[config.mk]
export PLATFORM = sky130hd
export DESIGN_NAME = analog_top
export DESIGN_NICKNAME = d
export VERILOG_FILES = /design/src/design/analog_pkg.sv /design/src/design/adc_capture.sv /design/src/design/analog_ctrl.sv /design/src/design/analog_top.sv /design/src/design/dac_interleave.sv /design/src/design/pwm_dac.sv
export SDC_FILE = /design/constraint.sdc
export NUM_CORES = 1
export LEC_CHECK = 0
export ABC_AREA = 1
export BUFFER_PORTS_ARGS = -buffer_cell sky130_fd_sc_hd__buf_2
export CORE_MARGIN = 2
export CORE_UTILIZATION = 40
export CTS_BUF_LIST = sky130_fd_sc_hd__clkbuf_4
export DETAILED_ROUTE_END_ITERATION = 10
export GPL_TIMING_DRIVEN = 0
export PLACE_DENSITY = 0.68
export SKIP_LAST_GASP = 1
export SLEW_MARGIN = 10
export SYNTH_ARGS = -nofsm -noshare
export SYNTH_HDL_FRONTEND = slang
export SYNTH_SLANG_ARGS = --single-unit
[constraint.sdc]
create_clock -name adc_clk -period 3.8 [get_ports adc_clk]
set_input_delay 1.14 -clock adc_clk [delete_from_list [all_inputs] [get_ports adc_clk]]
set_output_delay 1.14 -clock adc_clk [all_outputs]
set_load 0.01 [all_outputs]
[src/design/analog_pkg.sv]
// analog front-end package, shared data widths and PWM timing constants
`default_nettype none

package analog_pkg;

  // sample widths
  localparam int ADC_W      = 14;  // ADC channel width
  localparam int DAC_W      = 14;  // DAC channel width

  // pwm setting word, duty on top, dither below
  localparam int PWM_DUTY_W = 8;   // base duty field
  localparam int PWM_DITH_W = 16;  // dither pattern, also periods per frame
  localparam int PWM_WORD_W = 24;  // duty + dither

  // pwm timing
  localparam int PWM_PERIOD = 156; // cycles per period, max useful duty
  localparam int PWM_CNT_W  = 8;   // period counter width
  localparam int PWM_SUB_W  = 4;   // sub-period counter width, 16 periods

  // channel count
  localparam int PWM_CH_N   = 4;   // slow DAC outputs
  localparam int PWM_CH_W   = 2;   // channel index width

  // config handshake FSM states
  localparam logic CFG_IDLE  = 1'b0;  // waiting for req
  localparam logic CFG_ACKED = 1'b1;  // ack up, waiting for req to drop

endpackage

`default_nettype wire

[src/design/adc_capture.sv]
// two-channel ADC capture, offset binary to two's complement with overrange flags
`timescale 1ns/100ps
`default_nettype none

module adc_capture (
  input  wire                          adc_clk,
  input  wire                          rst_i,
  input  wire  [analog_pkg::ADC_W-1:0] adc_dat_a_i,  // raw offset binary, ch A
  input  wire  [analog_pkg::ADC_W-1:0] adc_dat_b_i,  // raw offset binary, ch B
  output logic [analog_pkg::ADC_W-1:0] adc_dat_a_o,  // two's complement, ch A
  output logic [analog_pkg::ADC_W-1:0] adc_dat_b_o,  // two's complement, ch B
  output logic                         adc_ovr_a_o,  // code at either rail, ch A
  output logic                         adc_ovr_b_o   // code at either rail, ch B
);

  import analog_pkg::*;

  logic [ADC_W-1:0] adc_a_q;  // pin-side register, ch A
  logic [ADC_W-1:0] adc_b_q;  // pin-side register, ch B

  // first stage, keep it next to the pads
  always_ff @(posedge adc_clk) begin
    adc_a_q <= adc_dat_a_i;  // no logic before this flop
    adc_b_q <= adc_dat_b_i;
  end

  // second stage, format conversion
  always_ff @(posedge adc_clk) begin
    adc_dat_a_o <= {~adc_a_q[ADC_W-1], adc_a_q[ADC_W-2:0]};  // msb flip
    adc_dat_b_o <= {~adc_b_q[ADC_W-1], adc_b_q[ADC_W-2:0]};
  end

  // rail detect, same stage as the data so both stay aligned
  always_ff @(posedge adc_clk) begin
    if (rst_i) begin
      adc_ovr_a_o <= 1'b0;
      adc_ovr_b_o <= 1'b0;
    end else begin
      adc_ovr_a_o <= (&adc_a_q) | (~|adc_a_q);  // full scale or zero code
      adc_ovr_b_o <= (&adc_b_q) | (~|adc_b_q);
    end
  end

endmodule

`default_nettype wire

[src/design/analog_ctrl.sv]
// PWM settings control, host req/ack handshake with shadow words moved on frame sync
`timescale 1ns/100ps
`default_nettype none

module analog_ctrl (
  input  wire                               adc_clk,
  input  wire                               rst_i,
  input  wire                               cfg_req_i,     // host request
  input  wire  [analog_pkg::PWM_CH_W-1:0]   cfg_ch_i,      // target channel
  input  wire  [analog_pkg::PWM_WORD_W-1:0] cfg_word_i,    // new setting
  input  wire                               frame_sync_i,  // from pwm_dac
  output logic                              cfg_ack_o,     // handshake ack
  output logic [analog_pkg::PWM_WORD_W-1:0] pwm_word_a_o,  // active words
  output logic [analog_pkg::PWM_WORD_W-1:0] pwm_word_b_o,
  output logic [analog_pkg::PWM_WORD_W-1:0] pwm_word_c_o,
  output logic [analog_pkg::PWM_WORD_W-1:0] pwm_word_d_o
);

  import analog_pkg::*;

  logic                  state_q;                // idle or acked
  logic                  wr_en;                  // accept the request
  logic [PWM_WORD_W-1:0] shadow_q [PWM_CH_N];    // host-written words

  assign wr_en     = (state_q == CFG_IDLE) && cfg_req_i;
  assign cfg_ack_o = state_q == CFG_ACKED;  // straight from state flop

  // four-phase handshake
  always_ff @(posedge adc_clk) begin
    if (rst_i) begin
      state_q <= CFG_IDLE;
    end else begin
      case (state_q)
        CFG_IDLE:  if (cfg_req_i) state_q <= CFG_ACKED;   // word taken this edge
        CFG_ACKED: if (!cfg_req_i) state_q <= CFG_IDLE;   // release ack
        default:   state_q <= CFG_IDLE;
      endcase
    end
  end

  // shadow registers
  always_ff @(posedge adc_clk) begin
    if (rst_i) begin
      for (int i = 0; i < PWM_CH_N; i++) begin
        shadow_q[i] <= '0;
      end
    end else if (wr_en) begin
      shadow_q[cfg_ch_i] <= cfg_word_i;
    end
  end

  // active words change only at frame start
  always_ff @(posedge adc_clk) begin
    if (rst_i) begin
      pwm_word_a_o <= '0;
      pwm_word_b_o <= '0;
      pwm_word_c_o <= '0;
      pwm_word_d_o <= '0;
    end else if (frame_sync_i) begin
      pwm_word_a_o <= shadow_q[0];  // all four move together
      pwm_word_b_o <= shadow_q[1];
      pwm_word_c_o <= shadow_q[2];
      pwm_word_d_o <= shadow_q[3];
    end
  end

  // ack only ever answers a request
  assert property (@(posedge adc_clk) disable iff (rst_i)
    $rose(cfg_ack_o) |-> $past(cfg_req_i));

  // host keeps the channel steady until acked
  assert property (@(posedge adc_clk) disable iff (rst_i)
    (cfg_req_i && !cfg_ack_o) |=> $stable(cfg_ch_i));

endmodule

`default_nettype wire

[src/design/analog_top.sv]
// analog front-end top, ADC capture, DAC interleave, PWM DACs and their control
`timescale 1ns/100ps
`default_nettype none

module analog_top (
  input  wire                               adc_clk,
  input  wire                               rst_i,
  input  wire  [analog_pkg::ADC_W-1:0]      adc_dat_a_i,  // ADC pins
  input  wire  [analog_pkg::ADC_W-1:0]      adc_dat_b_i,
  input  wire  [analog_pkg::DAC_W-1:0]      dac_dat_a_i,  // DAC samples from user logic
  input  wire  [analog_pkg::DAC_W-1:0]      dac_dat_b_i,
  input  wire                               cfg_req_i,    // host handshake
  input  wire  [analog_pkg::PWM_CH_W-1:0]   cfg_ch_i,
  input  wire  [analog_pkg::PWM_WORD_W-1:0] cfg_word_i,
  output logic [analog_pkg::ADC_W-1:0]      adc_dat_a_o,  // converted ADC data
  output logic [analog_pkg::ADC_W-1:0]      adc_dat_b_o,
  output logic                              adc_ovr_a_o,
  output logic                              adc_ovr_b_o,
  output logic [analog_pkg::DAC_W-1:0]      dac_dat_o,    // DAC pins
  output logic                              dac_wrt_o,
  output logic                              dac_sel_o,
  output logic [analog_pkg::PWM_CH_N-1:0]   pwm_o,        // slow DAC pins
  output logic                              pwm_sync_o,
  output logic                              cfg_ack_o
);

  import analog_pkg::*;

  logic [PWM_WORD_W-1:0] pwm_word_a;  // active settings, ctrl to pwm
  logic [PWM_WORD_W-1:0] pwm_word_b;
  logic [PWM_WORD_W-1:0] pwm_word_c;
  logic [PWM_WORD_W-1:0] pwm_word_d;
  logic                  frame_sync;  // also out as pwm_sync_o

  analog_ctrl u_ctrl (
    .adc_clk(adc_clk), .rst_i(rst_i),
    .cfg_req_i(cfg_req_i), .cfg_ch_i(cfg_ch_i), .cfg_word_i(cfg_word_i),
    .frame_sync_i(frame_sync), .cfg_ack_o(cfg_ack_o),
    .pwm_word_a_o(pwm_word_a), .pwm_word_b_o(pwm_word_b),
    .pwm_word_c_o(pwm_word_c), .pwm_word_d_o(pwm_word_d)
  );

  adc_capture u_adc (
    .adc_clk(adc_clk), .rst_i(rst_i),
    .adc_dat_a_i(adc_dat_a_i), .adc_dat_b_i(adc_dat_b_i),
    .adc_dat_a_o(adc_dat_a_o), .adc_dat_b_o(adc_dat_b_o),
    .adc_ovr_a_o(adc_ovr_a_o), .adc_ovr_b_o(adc_ovr_b_o)
  );

  dac_interleave u_dac (
    .adc_clk(adc_clk), .rst_i(rst_i),
    .dac_dat_a_i(dac_dat_a_i), .dac_dat_b_i(dac_dat_b_i),
    .dac_dat_o(dac_dat_o), .dac_wrt_o(dac_wrt_o), .dac_sel_o(dac_sel_o)
  );

  pwm_dac u_pwm (
    .adc_clk(adc_clk), .rst_i(rst_i),
    .pwm_word_a_i(pwm_word_a), .pwm_word_b_i(pwm_word_b),
    .pwm_word_c_i(pwm_word_c), .pwm_word_d_i(pwm_word_d),
    .pwm_o(pwm_o), .frame_sync_o(frame_sync)
  );

  assign pwm_sync_o = frame_sync;  // exported for frame alignment

endmodule

`default_nettype wire

[src/design/dac_interleave.sv]
// two-channel DAC interleaver onto one offset-binary bus with write and select strobes
`timescale 1ns/100ps
`default_nettype none

module dac_interleave (
  input  wire                          adc_clk,
  input  wire                          rst_i,
  input  wire  [analog_pkg::DAC_W-1:0] dac_dat_a_i,  // two's complement, ch A
  input  wire  [analog_pkg::DAC_W-1:0] dac_dat_b_i,  // two's complement, ch B
  output logic [analog_pkg::DAC_W-1:0] dac_dat_o,    // offset binary, shared bus
  output logic                         dac_wrt_o,    // write strobe
  output logic                         dac_sel_o     // high in A slot
);

  import analog_pkg::*;

  logic             phase_q;  // high during an A slot
  logic             wrt_q;    // bus running
  logic [DAC_W-1:0] dat_b_q;  // B sample held for the second slot

  // slot phase and strobes
  always_ff @(posedge adc_clk) begin
    if (rst_i) begin
      phase_q <= 1'b0;  // first edge out of reset opens A
      wrt_q   <= 1'b0;
    end else begin
      phase_q <= ~phase_q;  // A, B, A, B ...
      wrt_q   <= 1'b1;
    end
  end

  // pair is sampled together at the A edge
  always_ff @(posedge adc_clk) begin
    if (!phase_q) begin
      dac_dat_o <= {~dac_dat_a_i[DAC_W-1], dac_dat_a_i[DAC_W-2:0]};  // A now
      dat_b_q   <= dac_dat_b_i;  // B waits one cycle
    end else begin
      dac_dat_o <= {~dat_b_q[DAC_W-1], dat_b_q[DAC_W-2:0]};  // B slot
    end
  end

  assign dac_sel_o = phase_q;  // select follows slot phase
  assign dac_wrt_o = wrt_q;

  // once writing, select must alternate every cycle
  assert property (@(posedge adc_clk) disable iff (rst_i)
    dac_wrt_o |=> dac_sel_o != $past(dac_sel_o));

endmodule

`default_nettype wire

[src/design/pwm_dac.sv]
// four-channel dithered PWM generator with shared period and frame counters
`timescale 1ns/100ps
`default_nettype none

module pwm_dac (
  input  wire                               adc_clk,
  input  wire                               rst_i,
  input  wire  [analog_pkg::PWM_WORD_W-1:0] pwm_word_a_i,  // duty and dither, ch A
  input  wire  [analog_pkg::PWM_WORD_W-1:0] pwm_word_b_i,
  input  wire  [analog_pkg::PWM_WORD_W-1:0] pwm_word_c_i,
  input  wire  [analog_pkg::PWM_WORD_W-1:0] pwm_word_d_i,
  output logic [analog_pkg::PWM_CH_N-1:0]   pwm_o,         // one bit per channel
  output logic                              frame_sync_o   // start of frame
);

  import analog_pkg::*;

  localparam int HI_W = PWM_DUTY_W + 1;  // duty plus one dither bit

  logic [PWM_CNT_W-1:0]  per_cnt;               // cycle within period
  logic [PWM_SUB_W-1:0]  sub_cnt;               // period within frame
  logic                  per_last;              // last cycle of a period
  logic                  frame_last;            // last cycle of a frame
  logic [PWM_WORD_W-1:0] word [PWM_CH_N];       // channel words as array
  logic [PWM_CH_N-1:0]   pwm_nxt;               // compare results

  assign word[0] = pwm_word_a_i;
  assign word[1] = pwm_word_b_i;
  assign word[2] = pwm_word_c_i;
  assign word[3] = pwm_word_d_i;

  assign per_last   = per_cnt == PWM_CNT_W'(PWM_PERIOD - 1);
  assign frame_last = per_last && (sub_cnt == PWM_SUB_W'(PWM_DITH_W - 1));

  // shared counters
  always_ff @(posedge adc_clk) begin
    if (rst_i) begin
      per_cnt <= '0;
      sub_cnt <= '0;
    end else if (per_last) begin
      per_cnt <= '0;
      sub_cnt <= sub_cnt + 1'b1;  // wraps 15 -> 0
    end else begin
      per_cnt <= per_cnt + 1'b1;
    end
  end

  // per-channel high time
  for (genvar i = 0; i < PWM_CH_N; i++) begin : g_ch
    logic [PWM_DUTY_W-1:0] duty;      // base duty
    logic [PWM_DITH_W-1:0] dither;    // per-period extra cycle
    logic [HI_W-1:0]       high_raw;  // duty + dither bit
    logic [HI_W-1:0]       high_lim;  // clipped to one period

    assign duty     = word[i][PWM_WORD_W-1 -: PWM_DUTY_W];
    assign dither   = word[i][PWM_DITH_W-1:0];
    assign high_raw = {1'b0, duty} + HI_W'(dither[sub_cnt]);
    assign high_lim = (high_raw > HI_W'(PWM_PERIOD)) ? HI_W'(PWM_PERIOD) : high_raw;
    assign pwm_nxt[i] = {1'b0, per_cnt} < high_lim;  // high early in period
  end

  // registered outputs, sync lands with counters at zero
  always_ff @(posedge adc_clk) begin
    if (rst_i) begin
      pwm_o        <= '0;
      frame_sync_o <= 1'b0;
    end else begin
      pwm_o        <= pwm_nxt;
      frame_sync_o <= frame_last;  // high while both counters read zero
    end
  end

  // period counter wraps before the period length
  assert property (@(posedge adc_clk) disable iff (rst_i)
    per_cnt < PWM_CNT_W'(PWM_PERIOD));

endmodule

`default_nettype wire

* Word level (Yosys, flattened, before mapping) *
Memory sizes are Yosys's and may differ from the RTL's. A register that Yosys moved wholly into a read port is not among the register bits.
Cells that the tools add are included.

word-level totals
  output and inout port bits = 52
  register bits = 106
  memories kept = 1
  bits in latches = 0
  memory bits (read-only) = 0
  word-level logic and storage cells = 74
  RAM bits = 96
  bits of input ports = 85

cells by class
  order comparisons = 9
  reduce and logical (&&, ||, !) cells = 10
  equal/unequal tests = 2
  bitwise logic cells = 8
  div/mod/pow operators = 0
  shifts and indexed selects = 0
  add/subtract/negate cells = 6
  multiplexer cells = 23
  $mul = 0

memories
  name             depth  bits a word  read ports  clocked after Yosys merged registers in  wr ports  RTL line           text
  u_ctrl.shadow_q  4      24           4           4                                        4         analog_ctrl.sv:23  logic [PWM_WORD_W-1:0] shadow_q [PWM_CH_N];

operators by type and width
  operator             number
  $add 8x1->9          4
  $gt 9x8->1 const B   4
  $lt 8x9->1           4
  $mux 9               4
  $reduce_and 14->1    2
  $reduce_or 14->1     2
  $mux 24              1
  $reduce_or 24->1     1
  $bmux 1 s4           4
  $mux 14              1
  $mux 1               12
  $add 8x1->8 const B  1
  $eq 8x8->1 const B   1
  $not 1->1            6
  $lt 4x5->1 const B   1
  $add 4x1->4 const B  1
  $eq 4x4->1 const B   1
  $logic_and 1x1->1    2
  $logic_not 1->1      2
  $mux 2               1
  $or 1x1->1           2
  $reduce_or 2->1      1

* Longest topological paths before layout *
Gate-level depths: netlist (run 1).

  depth in word-level cells = 7
  gate-level depth with buffers = 26
  mapped depth without buffers = 24

* Modules after synthesis *
A second synthesis (run 1) with hierarchy kept.

second synthesis, totals
  cells, all modules = 1346
  area total of the unflattened synthesis = 12126.6 um^2

modules (own cells, without submodules)
  module          area each (um^2)  sequential area each (um^2)  times used  cells an instance
  analog_ctrl     6930.4            4824.6                       1           659
  pwm_dac         2785.2            340.3                        1           481
  adc_capture     1436.4            1161.1                       1           126
  dac_interleave  974.7             740.7                        1           80

* Least setup slack after synthesis (run 1) *
Ideal clock, no wire load.

  kind = input port to flip-flop
  from = input port rst_i
  to = memory u_ctrl.shadow_q[3][0], enable pin
  setup time = 0.413 ns
  setup slack = 0.333 ns
  data arrival time = 3.054 ns
  path buffers = 3
  cell stages on the path = 5
  required time = 3.387 ns
  cell sequence = buf_2 -> clkinv_1 -> buf_4 -> buf_2 -> a21oi_1

RTL lines
  element          RTL line           text
  start, declared  analog_top.sv:7    input wire rst_i,
  end, declared    analog_ctrl.sv:23

* Worst setup path after layout (run 1) *
  from = register u_pwm.sub_cnt[0]
  to = register u_pwm.pwm_o[1] (netlist bit)

on the way
  longest elaborated chain between the ends = 6

RTL lines
  element                         RTL line       text
  start, declared                 pwm_dac.sv:21  logic [PWM_SUB_W-1:0] sub_cnt;
  start signal, assigned          pwm_dac.sv:42  sub_cnt <= sub_cnt + 1'b1;
  $bmux 1 s4 *                    pwm_dac.sv:57  assign high_raw = {1'b0, duty} + HI_W'(dither[sub_cnt]);
  $mux 1 (implied by the code) *  pwm_dac.sv:57
  $add 8x1->9 *                   pwm_dac.sv:57
  $gt 9x8->1                      pwm_dac.sv:58  assign high_lim = (high_raw > HI_W'(PWM_PERIOD)) ? HI_W'(PWM_PERIOD) : high_raw;
  $mux 9 *                        pwm_dac.sv:58
  $lt 8x9->1 *                    pwm_dac.sv:59  assign pwm_nxt[i] = {1'b0, per_cnt} < high_lim;
  end signal, assigned            pwm_dac.sv:68  pwm_o <= pwm_nxt;
  end, declared                   pwm_dac.sv:12  output logic [analog_pkg::PWM_CH_N-1:0] pwm_o,

Every way passes the cells marked *; elsewhere a longest branch is shown, timed or not. The select of a mux whose other input is x is not followed.
A chain may end at the register's enable or synchronous reset.

==> metrics.yaml, run 1 <==
final_layout:
  fin_area_mm2: 0.0140
  instances_no_fill: 1938
  fill_cells: 2751
  num-nets-final: 1618
  drive_gt1_share_pct: 22.2
  area_growth_pct: 19.3
route:
  antenna_left: 0
  viasPerCell: 4.93
  drc: 0
  wl_per_cell_um: 15.1
  wl_mm: 29.3
  vias: 9548
  dr.pass1.iters: 5
  first_iter_violations: 686
yosys:
  synthMostInstantiatedCell: "nor2_1"
  synthAdderAreaFrac_pct: 4.05
  yosysWarnings: 0
  synth_top_family_by_area: "simple AND/OR/NAND/NOR gates"
  synth_compound_area_share_pct: 9.55
  synth-edff-count: 110
  synth_cells: 1281
  synth_seq_cells: 298
  yosys.area_share.simple_pct: 20.8
  synthFlopType: "dfxtp_1"
  yosysSeqAreaShare_pct: 60.2
  syn-cell-area_mm2: 0.0117
  ys_top_cells_by_area: "dfxtp_1, edfxtp_1, nor2_1"
  synthMuxAreaShare_pct: 0.0852
  avgSynthCellArea_um2: 9.17
  synthXorXnorAreaFrac_pct: 0.650
  synthTopCellsByCount: "nor2_1, dfxtp_1, nand2_1, o21ai_0, edfxtp_1"
  syn-num-nets: 1404
  yosysUniqueCellTypes: 37
  synth_async_sr_flop_share_pct: 0
  netlist.area_leader.share_pct: 32.0
  yosys.area.top_type: "dfxtp_1"
power_and_ir_drop:
  p_int_mw: 4.97
  p_per_area_mw_per_mm2: 463
  power_frac_clock_pct: 42.2
  p_switching_mw: 1.53
  combPwrFrac_pct: 4.4
  swShare_pct: 23.5
  leakage_nw: 6.36
  p_seq_share_pct: 53.4
  peakVddDrop_mv: 0.327
sta:
  hold_slack_ns: 0.354
  period_needed_ns: 3.55
  finalMaxSlewViolations: 0
  skew_ns: 0.0480
  fin_crit_sh_pct: 93.5
  tightest_slew_ns: 1.18
  hold_viol_final: 0
  layout_setup_ws_ns: 0.247
  relSlewSlack_pct: 20.8
  fmax_ghz: 0.281
  rsz0062_at_grt: "false"
  setup_viol: 0
  fin_tns_setup_ns: 0
placement:
  numPortBuffers: 135
  place_area_mm2: 0.0129
  dpl.hpwl_mm: 20.6
  place_inst: 1801
  routabilityCongestion: 0.875
  dp_slack_ns: -0.0684
global_routing:
  grt_pass1_wl_mm: 46.7
  first_global_vias: 9335
  grt_util_all_layers_pct: 19.1
  gr-usage-met3_pct: 5.69
  grt-busiest-layer: "met2"
  grt_util_met2_pct: 30.9
  overflow: 0
  use_met1_pct: 24.4
  antenna_found_initial: 1
  grt_max_degree: 25
worst_hold_path:
  min-delay-path-class: "flop to flop"
clock_tree:
  clockRootBuffer: "clkbuf_4"
  cts.sink_count: 298
  clk_transition_reported_paths_ns: 0.07
  numCtsBuffers: 76
  cts_tree: "built"
  htree_levels: 3
  holdBufCountCts: 0
  worst_skew_pair.late_latency_ns: 0.70
  clockBufferDepth: 3
floorplan:
  core_mm2: 0.0288
  fp-row-count: 62
  start_util_pct: 40.8
  dieArea_mm2: 0.0308
  chipHeight_um: 175
  io_pins: 137
  die_w_um: 175
setup_path:
  worstPathArrival_ns: 4.14
  cp_max_fo: 10
  crit_required_ns: 4.38
  endpoint_kind: "flop"
  path_class: "flop to flop"
  startpoint_type: "flop"
status:
  status: "complete, no violations"
job:
  max_cap_viol_count: 0
## power groups by stage
stage | Sequential (mW) | Clock [mW] | Combinational [mW]
detailed placement | 3.54 | 0 | 0.288
CTS | 3.47 | 2.79 | 0.290
global route | 3.48 | 2.97 | 0.320
global placement | 3.54 | 0 | 0.275
finish | 3.47 | 2.74 | 0.287
floorplan | 3.54 | 0 | 0.123
## worst max-delay path, cell delays in order, from the launching register on
cell      delay, ns
dfxtp_1        0.33
buf_4          0.15
inv_2          0.08
buf_4          0.18
nor2_1         0.09
o21ai_0        0.11
o211ai_1       0.30
nand3_1        0.16
ha_2           0.24
ha_2           0.20
or2_2          0.30
nand3_1        0.08
nor2_1         0.05
nand2_1        0.05
nand3_1        0.09
nand2_2        0.10
inv_2          0.06
a21oi_2        0.11
ha_1           0.25
a21oi_1        0.14
o21ai_0        0.08
nand3_1        0.07
nand4_1        0.10
a21oi_2        0.15
## flip-flops by register name (all words and copies together), names as in the netlist, 4 cells and up
signal and count:
u_ctrl.shadow_q 96, u_ctrl.pwm_word_b_o 24, u_ctrl.pwm_word_c_o 24, u_ctrl.pwm_word_d_o 24, u_ctrl.pwm_word_a_o 23, u_adc.adc_a_q 14, u_adc.adc_b_q 14, u_adc.adc_dat_a_o 14
u_adc.adc_dat_b_o 14, u_dac.dac_dat_o 14, u_dac.dat_b_q 14, u_pwm.per_cnt 8, u_pwm.pwm_o 4, u_pwm.sub_cnt 4
## path summary, 6_finish.rpt
check,from,to,slack (ns),depth (start not counted)
max,u_pwm.sub_cnt[0],u_pwm.pwm_o[1],0.25,23
min,u_adc.adc_b_q[1],u_adc.adc_dat_b_o[1],0.35,0
max reg2reg,u_pwm.sub_cnt[0],u_pwm.pwm_o[1],0.25,23
min reg2reg,u_adc.adc_b_q[1],u_adc.adc_dat_b_o[1],0.35,0
## final cells by class
class                      instances  area [µm²]  area share (%)
sequential                       298        7070            50.4
multi-input combinational        844        4200            30.0
clock buffer                     120         901            6.43
timing repair buffer             137         711            5.07
tap                              384         480            3.43
inverter                          84         315            2.25
buffer                            54         255            1.82
clock inverter                    16        81.3           0.580
antenna                            1        2.50          0.0179
## placed cells by master, fill, tap and decap left out, types with 13 or more instances in the layout
cell type / count
clkbuf_4: 121
nand3_1: 34
nor2_1: 345
nand2_2: 13
dfxtp_1: 187
o21ai_0: 126
nand2_1: 144
buf_2: 151
edfxtp_1: 110
clkbuf_1: 27
nand4_1: 15
a21oi_1: 39
inv_1: 77
ha_1: 35
## metrics by stage
step / utilization (%) / power, mW
detailed placement: 45.0 / 3.83
global placement: 44.8 / 3.81
global route: 48.7 / 6.77
CTS: 48.4 / 6.55
floorplan: - / 3.67
finish: 48.7 / 6.49
## cells by family (layout without fill, tap and decap cells)
group / count (synthesis) / count (layout)
XOR/XNOR: 7 / 7
AND/OR/NAND/NOR: 591 / 591
other: 0 / 1
buffers and inverters: 139 / 411
flip-flops: 298 / 298
adder cells (fa/ha/maj): 38 / 38
multiplexers: 1 / 1
AO/OA/AOI/OAI: 207 / 207
## per-layer routing
metal,up-vias,part of all wire (%)
li1,4717,-
met1,4392,43
met2,383,46
met3,56,9.2
met4,0,2.1
met5,-,0
## what timing repair did
| item | in CTS | in global routing |
|---|---|---|
| pin swaps | 1 | 4 |
| setup endpoints to repair | 2 | 4 |
| gates resized for setup | 3 | 34 |
| buffers inserted | 0 | 1 |
Power figures use the tool's default switching activity.
==> run 2: changes to the inputs <==
--- a/config.mk
+++ b/config.mk
@@ -7,12 +7,14 @@
 export LEC_CHECK = 0
 export ABC_AREA = 1
 export BUFFER_PORTS_ARGS = -buffer_cell sky130_fd_sc_hd__buf_2
+export CELL_PAD_IN_SITES_DETAIL_PLACEMENT = 0
+export CELL_PAD_IN_SITES_GLOBAL_PLACEMENT = 1
 export CORE_MARGIN = 2
 export CORE_UTILIZATION = 40
 export CTS_BUF_LIST = sky130_fd_sc_hd__clkbuf_4
 export DETAILED_ROUTE_END_ITERATION = 10
 export GPL_TIMING_DRIVEN = 0
-export PLACE_DENSITY = 0.68
+export PLACE_DENSITY = 0.82
 export SKIP_LAST_GASP = 1
 export SLEW_MARGIN = 10
 export SYNTH_ARGS = -nofsm -noshare
==> run 2 against run 1 <==
Effect of this change: combinational power about the same; routed wire length up 3.6%; fmax down 0.47%; sequential share of layout area up 0.16 points; count of clock-buffer cells in the layout down 10; final cell count down 0.10%; clock power about the same; highest routed layer unchanged.
==> metrics.yaml, run 2 (synthesis gave the netlist of run 1 again) <==
status:
  status: "complete, no violations"
route:
  wl_per_cell_um: 15.7  # +3.7%
  vias: 9426  # -1.3%
  drc: 0  # unchanged
  wl_mm: 30.3  # +3.6%
  dr.pass1.iters: 5  # unchanged
  first_iter_violations: 597  # -13%
  antenna_left: 0  # unchanged
  viasPerCell: 4.87  # -1.2%
final_layout:
  final_cell_mix: "nor2_1, dfxtp_1, buf_2"
  drive_gt1_share_pct: 20.8  # -1.4 points
  regMostFlops: "u_ctrl.shadow_q"
  final_common_cell: "nor2_1"
  fin_area_mm2: 0.0140  # -0.31%
  register_area_mm2: 0.00707  # unchanged
  num-nets-final: 1614  # -0.25%
  largest_reg_flops: 96  # unchanged
  final_util_pct: 48.5  # -0.15 points
  multiInputGateArea_mm2: 0.00416  # -0.95%
  instances_no_fill: 1936  # -0.10%
  fill_cells: 2776  # +0.91%
  area_growth_pct: 19.0
clock_tree:
  htree_levels: 3  # unchanged
  clk_transition_reported_paths_ns: 0.07  # about the same
  clockBufferDepth: 3  # unchanged
  cts_tree: "built"
  cts_setup_buffers: 0  # unchanged
  numCtsBuffers: 74  # -2.6%
  worst_skew_pair.late_latency_ns: 0.69  # about the same
  cts.sink_count: 298  # unchanged
  holdBufCountCts: 0  # unchanged
  clockRootBuffer: "clkbuf_4"
placement:
  dp_slack_ns: -0.143  # -0.0744 ns
  routabilityCongestion: 0.845  # -3.4%
  place_area_mm2: 0.0129  # -0.21%
  dpl.hpwl_mm: 21.7  # +5.0%
  numPortBuffers: 135  # unchanged
  place_inst: 1800  # -0.056%
floorplan:
  dieArea_mm2: 0.0308  # unchanged
  io_pins: 137  # unchanged
  start_util_pct: 40.8  # unchanged
  chipHeight_um: 175  # unchanged
  core_mm2: 0.0288  # unchanged
  fp-row-count: 62  # unchanged
  die_w_um: 175  # unchanged
global_routing:
  overflow: 0  # unchanged
  grt_util_all_layers_pct: 20.0  # +0.88 points
  antenna_found_initial: 1  # unchanged
  first_global_vias: 9319  # -0.17%
  grt_pass1_wl_mm: 47.6  # +2.0%
  grt_max_degree: 25  # unchanged
power_and_ir_drop:
  peakVddDrop_mv: 0.379  # +16%
  leakage_nw: 6.34  # -0.44%
  total_power_mw: 6.51  # +0.22%
  p_per_area_mw_per_mm2: 466  # +0.54%
setup_path:
  worstPathArrival_ns: 4.17  # +0.03 ns
  crit_family: "compound AO/OA/AOI/OAI gates"
  crit_chain: "buf_6, inv_4, buf_6, o21ai_0, o211ai_1, o211ai_1, nand3_1, ha_2, ha_1, or2_2, nand3_1, nor2_1, nand2_1, nand3_1, nand2_1, inv_1, a21oi_1, ha_1, a21oi_1, o21ai_0, nand3_1, nand4_1, a21oi_1"
  crit_buf_inv: 4  # unchanged
  cp_max_fo: 10  # unchanged
  path_class: "flop to flop"
  crit_required_ns: 4.40  # +0.02 ns
  cpMostUsedCell: "nand3_1"
  startpoint_type: "flop"
  endpoint_kind: "flop"
  cpMaxStageDelayCell: "dfxtp_1"
  slowest_delay_ns: 0.35  # +0.02 ns
sta:
  hold_viol_final: 0  # unchanged
  fmax_ghz: 0.280  # -0.47%
  finalMaxSlewViolations: 0  # unchanged
  tightest_slew_ns: 1.11  # -0.0766 ns
  setup_viol: 0  # unchanged
  relSlewSlack_pct: 26.0  # +5.1 points
  period_needed_ns: 3.57  # +0.0169 ns
  layout_setup_ws_ns: 0.230  # -0.0169 ns
  fin_crit_sh_pct: 93.9  # +0.44 points
  skew_ns: 0.0349  # -0.0132 ns
  rsz0062_at_grt: "false"
job:
  max_cap_viol_count: 0  # unchanged
worst_hold_path:
  min-delay-path-class: "flop to flop"
==> run 2: cell count changes in the layout (fill, tap and decap cells not counted), moves of 4 or more <==
cell      delta
a21oi_1      +4
a21oi_2      -4
clkbuf_4     -9
clkinv_1     +9
o21ai_0      +4
o21ai_1      -4
==> run 2: cell type report <==
class,instances,area share [%]
timing repair buffer,135,4.84
clock buffer,110,5.91
buffer,54,2.02
antenna,1,0.0179
sequential,298,50.6
clock inverter,26,1.13
tap,384,3.44
multi-input combinational,844,29.8
inverter,84,2.27
==> run 2: path summary, 6_finish.rpt <==
| path | cells past startpoint | startpoint | to | slack (ns) |
|---|---|---|---|---|
| max reg2reg | 23 | u_pwm.sub_cnt[0] | u_pwm.pwm_o[1] | 0.23 |
| max | 23 | u_pwm.sub_cnt[0] | u_pwm.pwm_o[1] | 0.23 |
| min | 0 | u_adc.adc_b_q[3] | u_adc.adc_dat_b_o[3] | 0.35 |
| min reg2reg | 0 | u_adc.adc_b_q[3] | u_adc.adc_dat_b_o[3] | 0.35 |
==> run 2: power breakdown <==
| part | leakage (nW) | switching (mW) | internal [mW] |
|---|---|---|---|
| clock network | 0.583 | 1.28 | 1.47 |
| registers | 2.72 | 0.0443 | 3.42 |
| logic | 3.04 | 0.187 | 0.0980 |
==> run 2: metal layers <==
metal | GRT usage, % | wire length (µm)
met5 | 0 | 0
met4 | 8.02 | 733
met3 | 5.87 | 2800
met2 | 32.4 | 13900
met1 | 25.1 | 12900
==> run 2: worst register-to-register path, stage by stage (launching register included) <==
cell and delay, ns:
dfxtp_1 0.35, buf_6 0.15, inv_4 0.07, buf_6 0.15, o21ai_0 0.21, o211ai_1 0.17, o211ai_1 0.14, nand3_1 0.16
ha_2 0.24, ha_1 0.20, or2_2 0.29, nand3_1 0.07, nor2_1 0.05, nand2_1 0.06, nand3_1 0.07, nand2_1 0.12
inv_1 0.09, a21oi_1 0.16, ha_1 0.27, a21oi_1 0.14, o21ai_0 0.09, nand3_1 0.07, nand4_1 0.07, a21oi_1 0.13
==> run 2: stage by stage <==
stage | TNS, ns | hold slack [ns]
2_1_floorplan | 0 | 0.350
3_3_place_gp | -21.56 | 0.357
3_5_place_dp | -0.279 | 0.359
4_1_cts | 0 | 0.343
5_1_grt | 0 | 0.351
6_report | 0 | 0.352
==> run 2: what timing repair did <==
| item | CTS | global route |
|---|---|---|
| gates cloned | 0 | 0 |
| resized for setup | 5 | 29 |
| setup endpoints to repair | 4 | 4 |
| pin swaps | 0 | 1 |
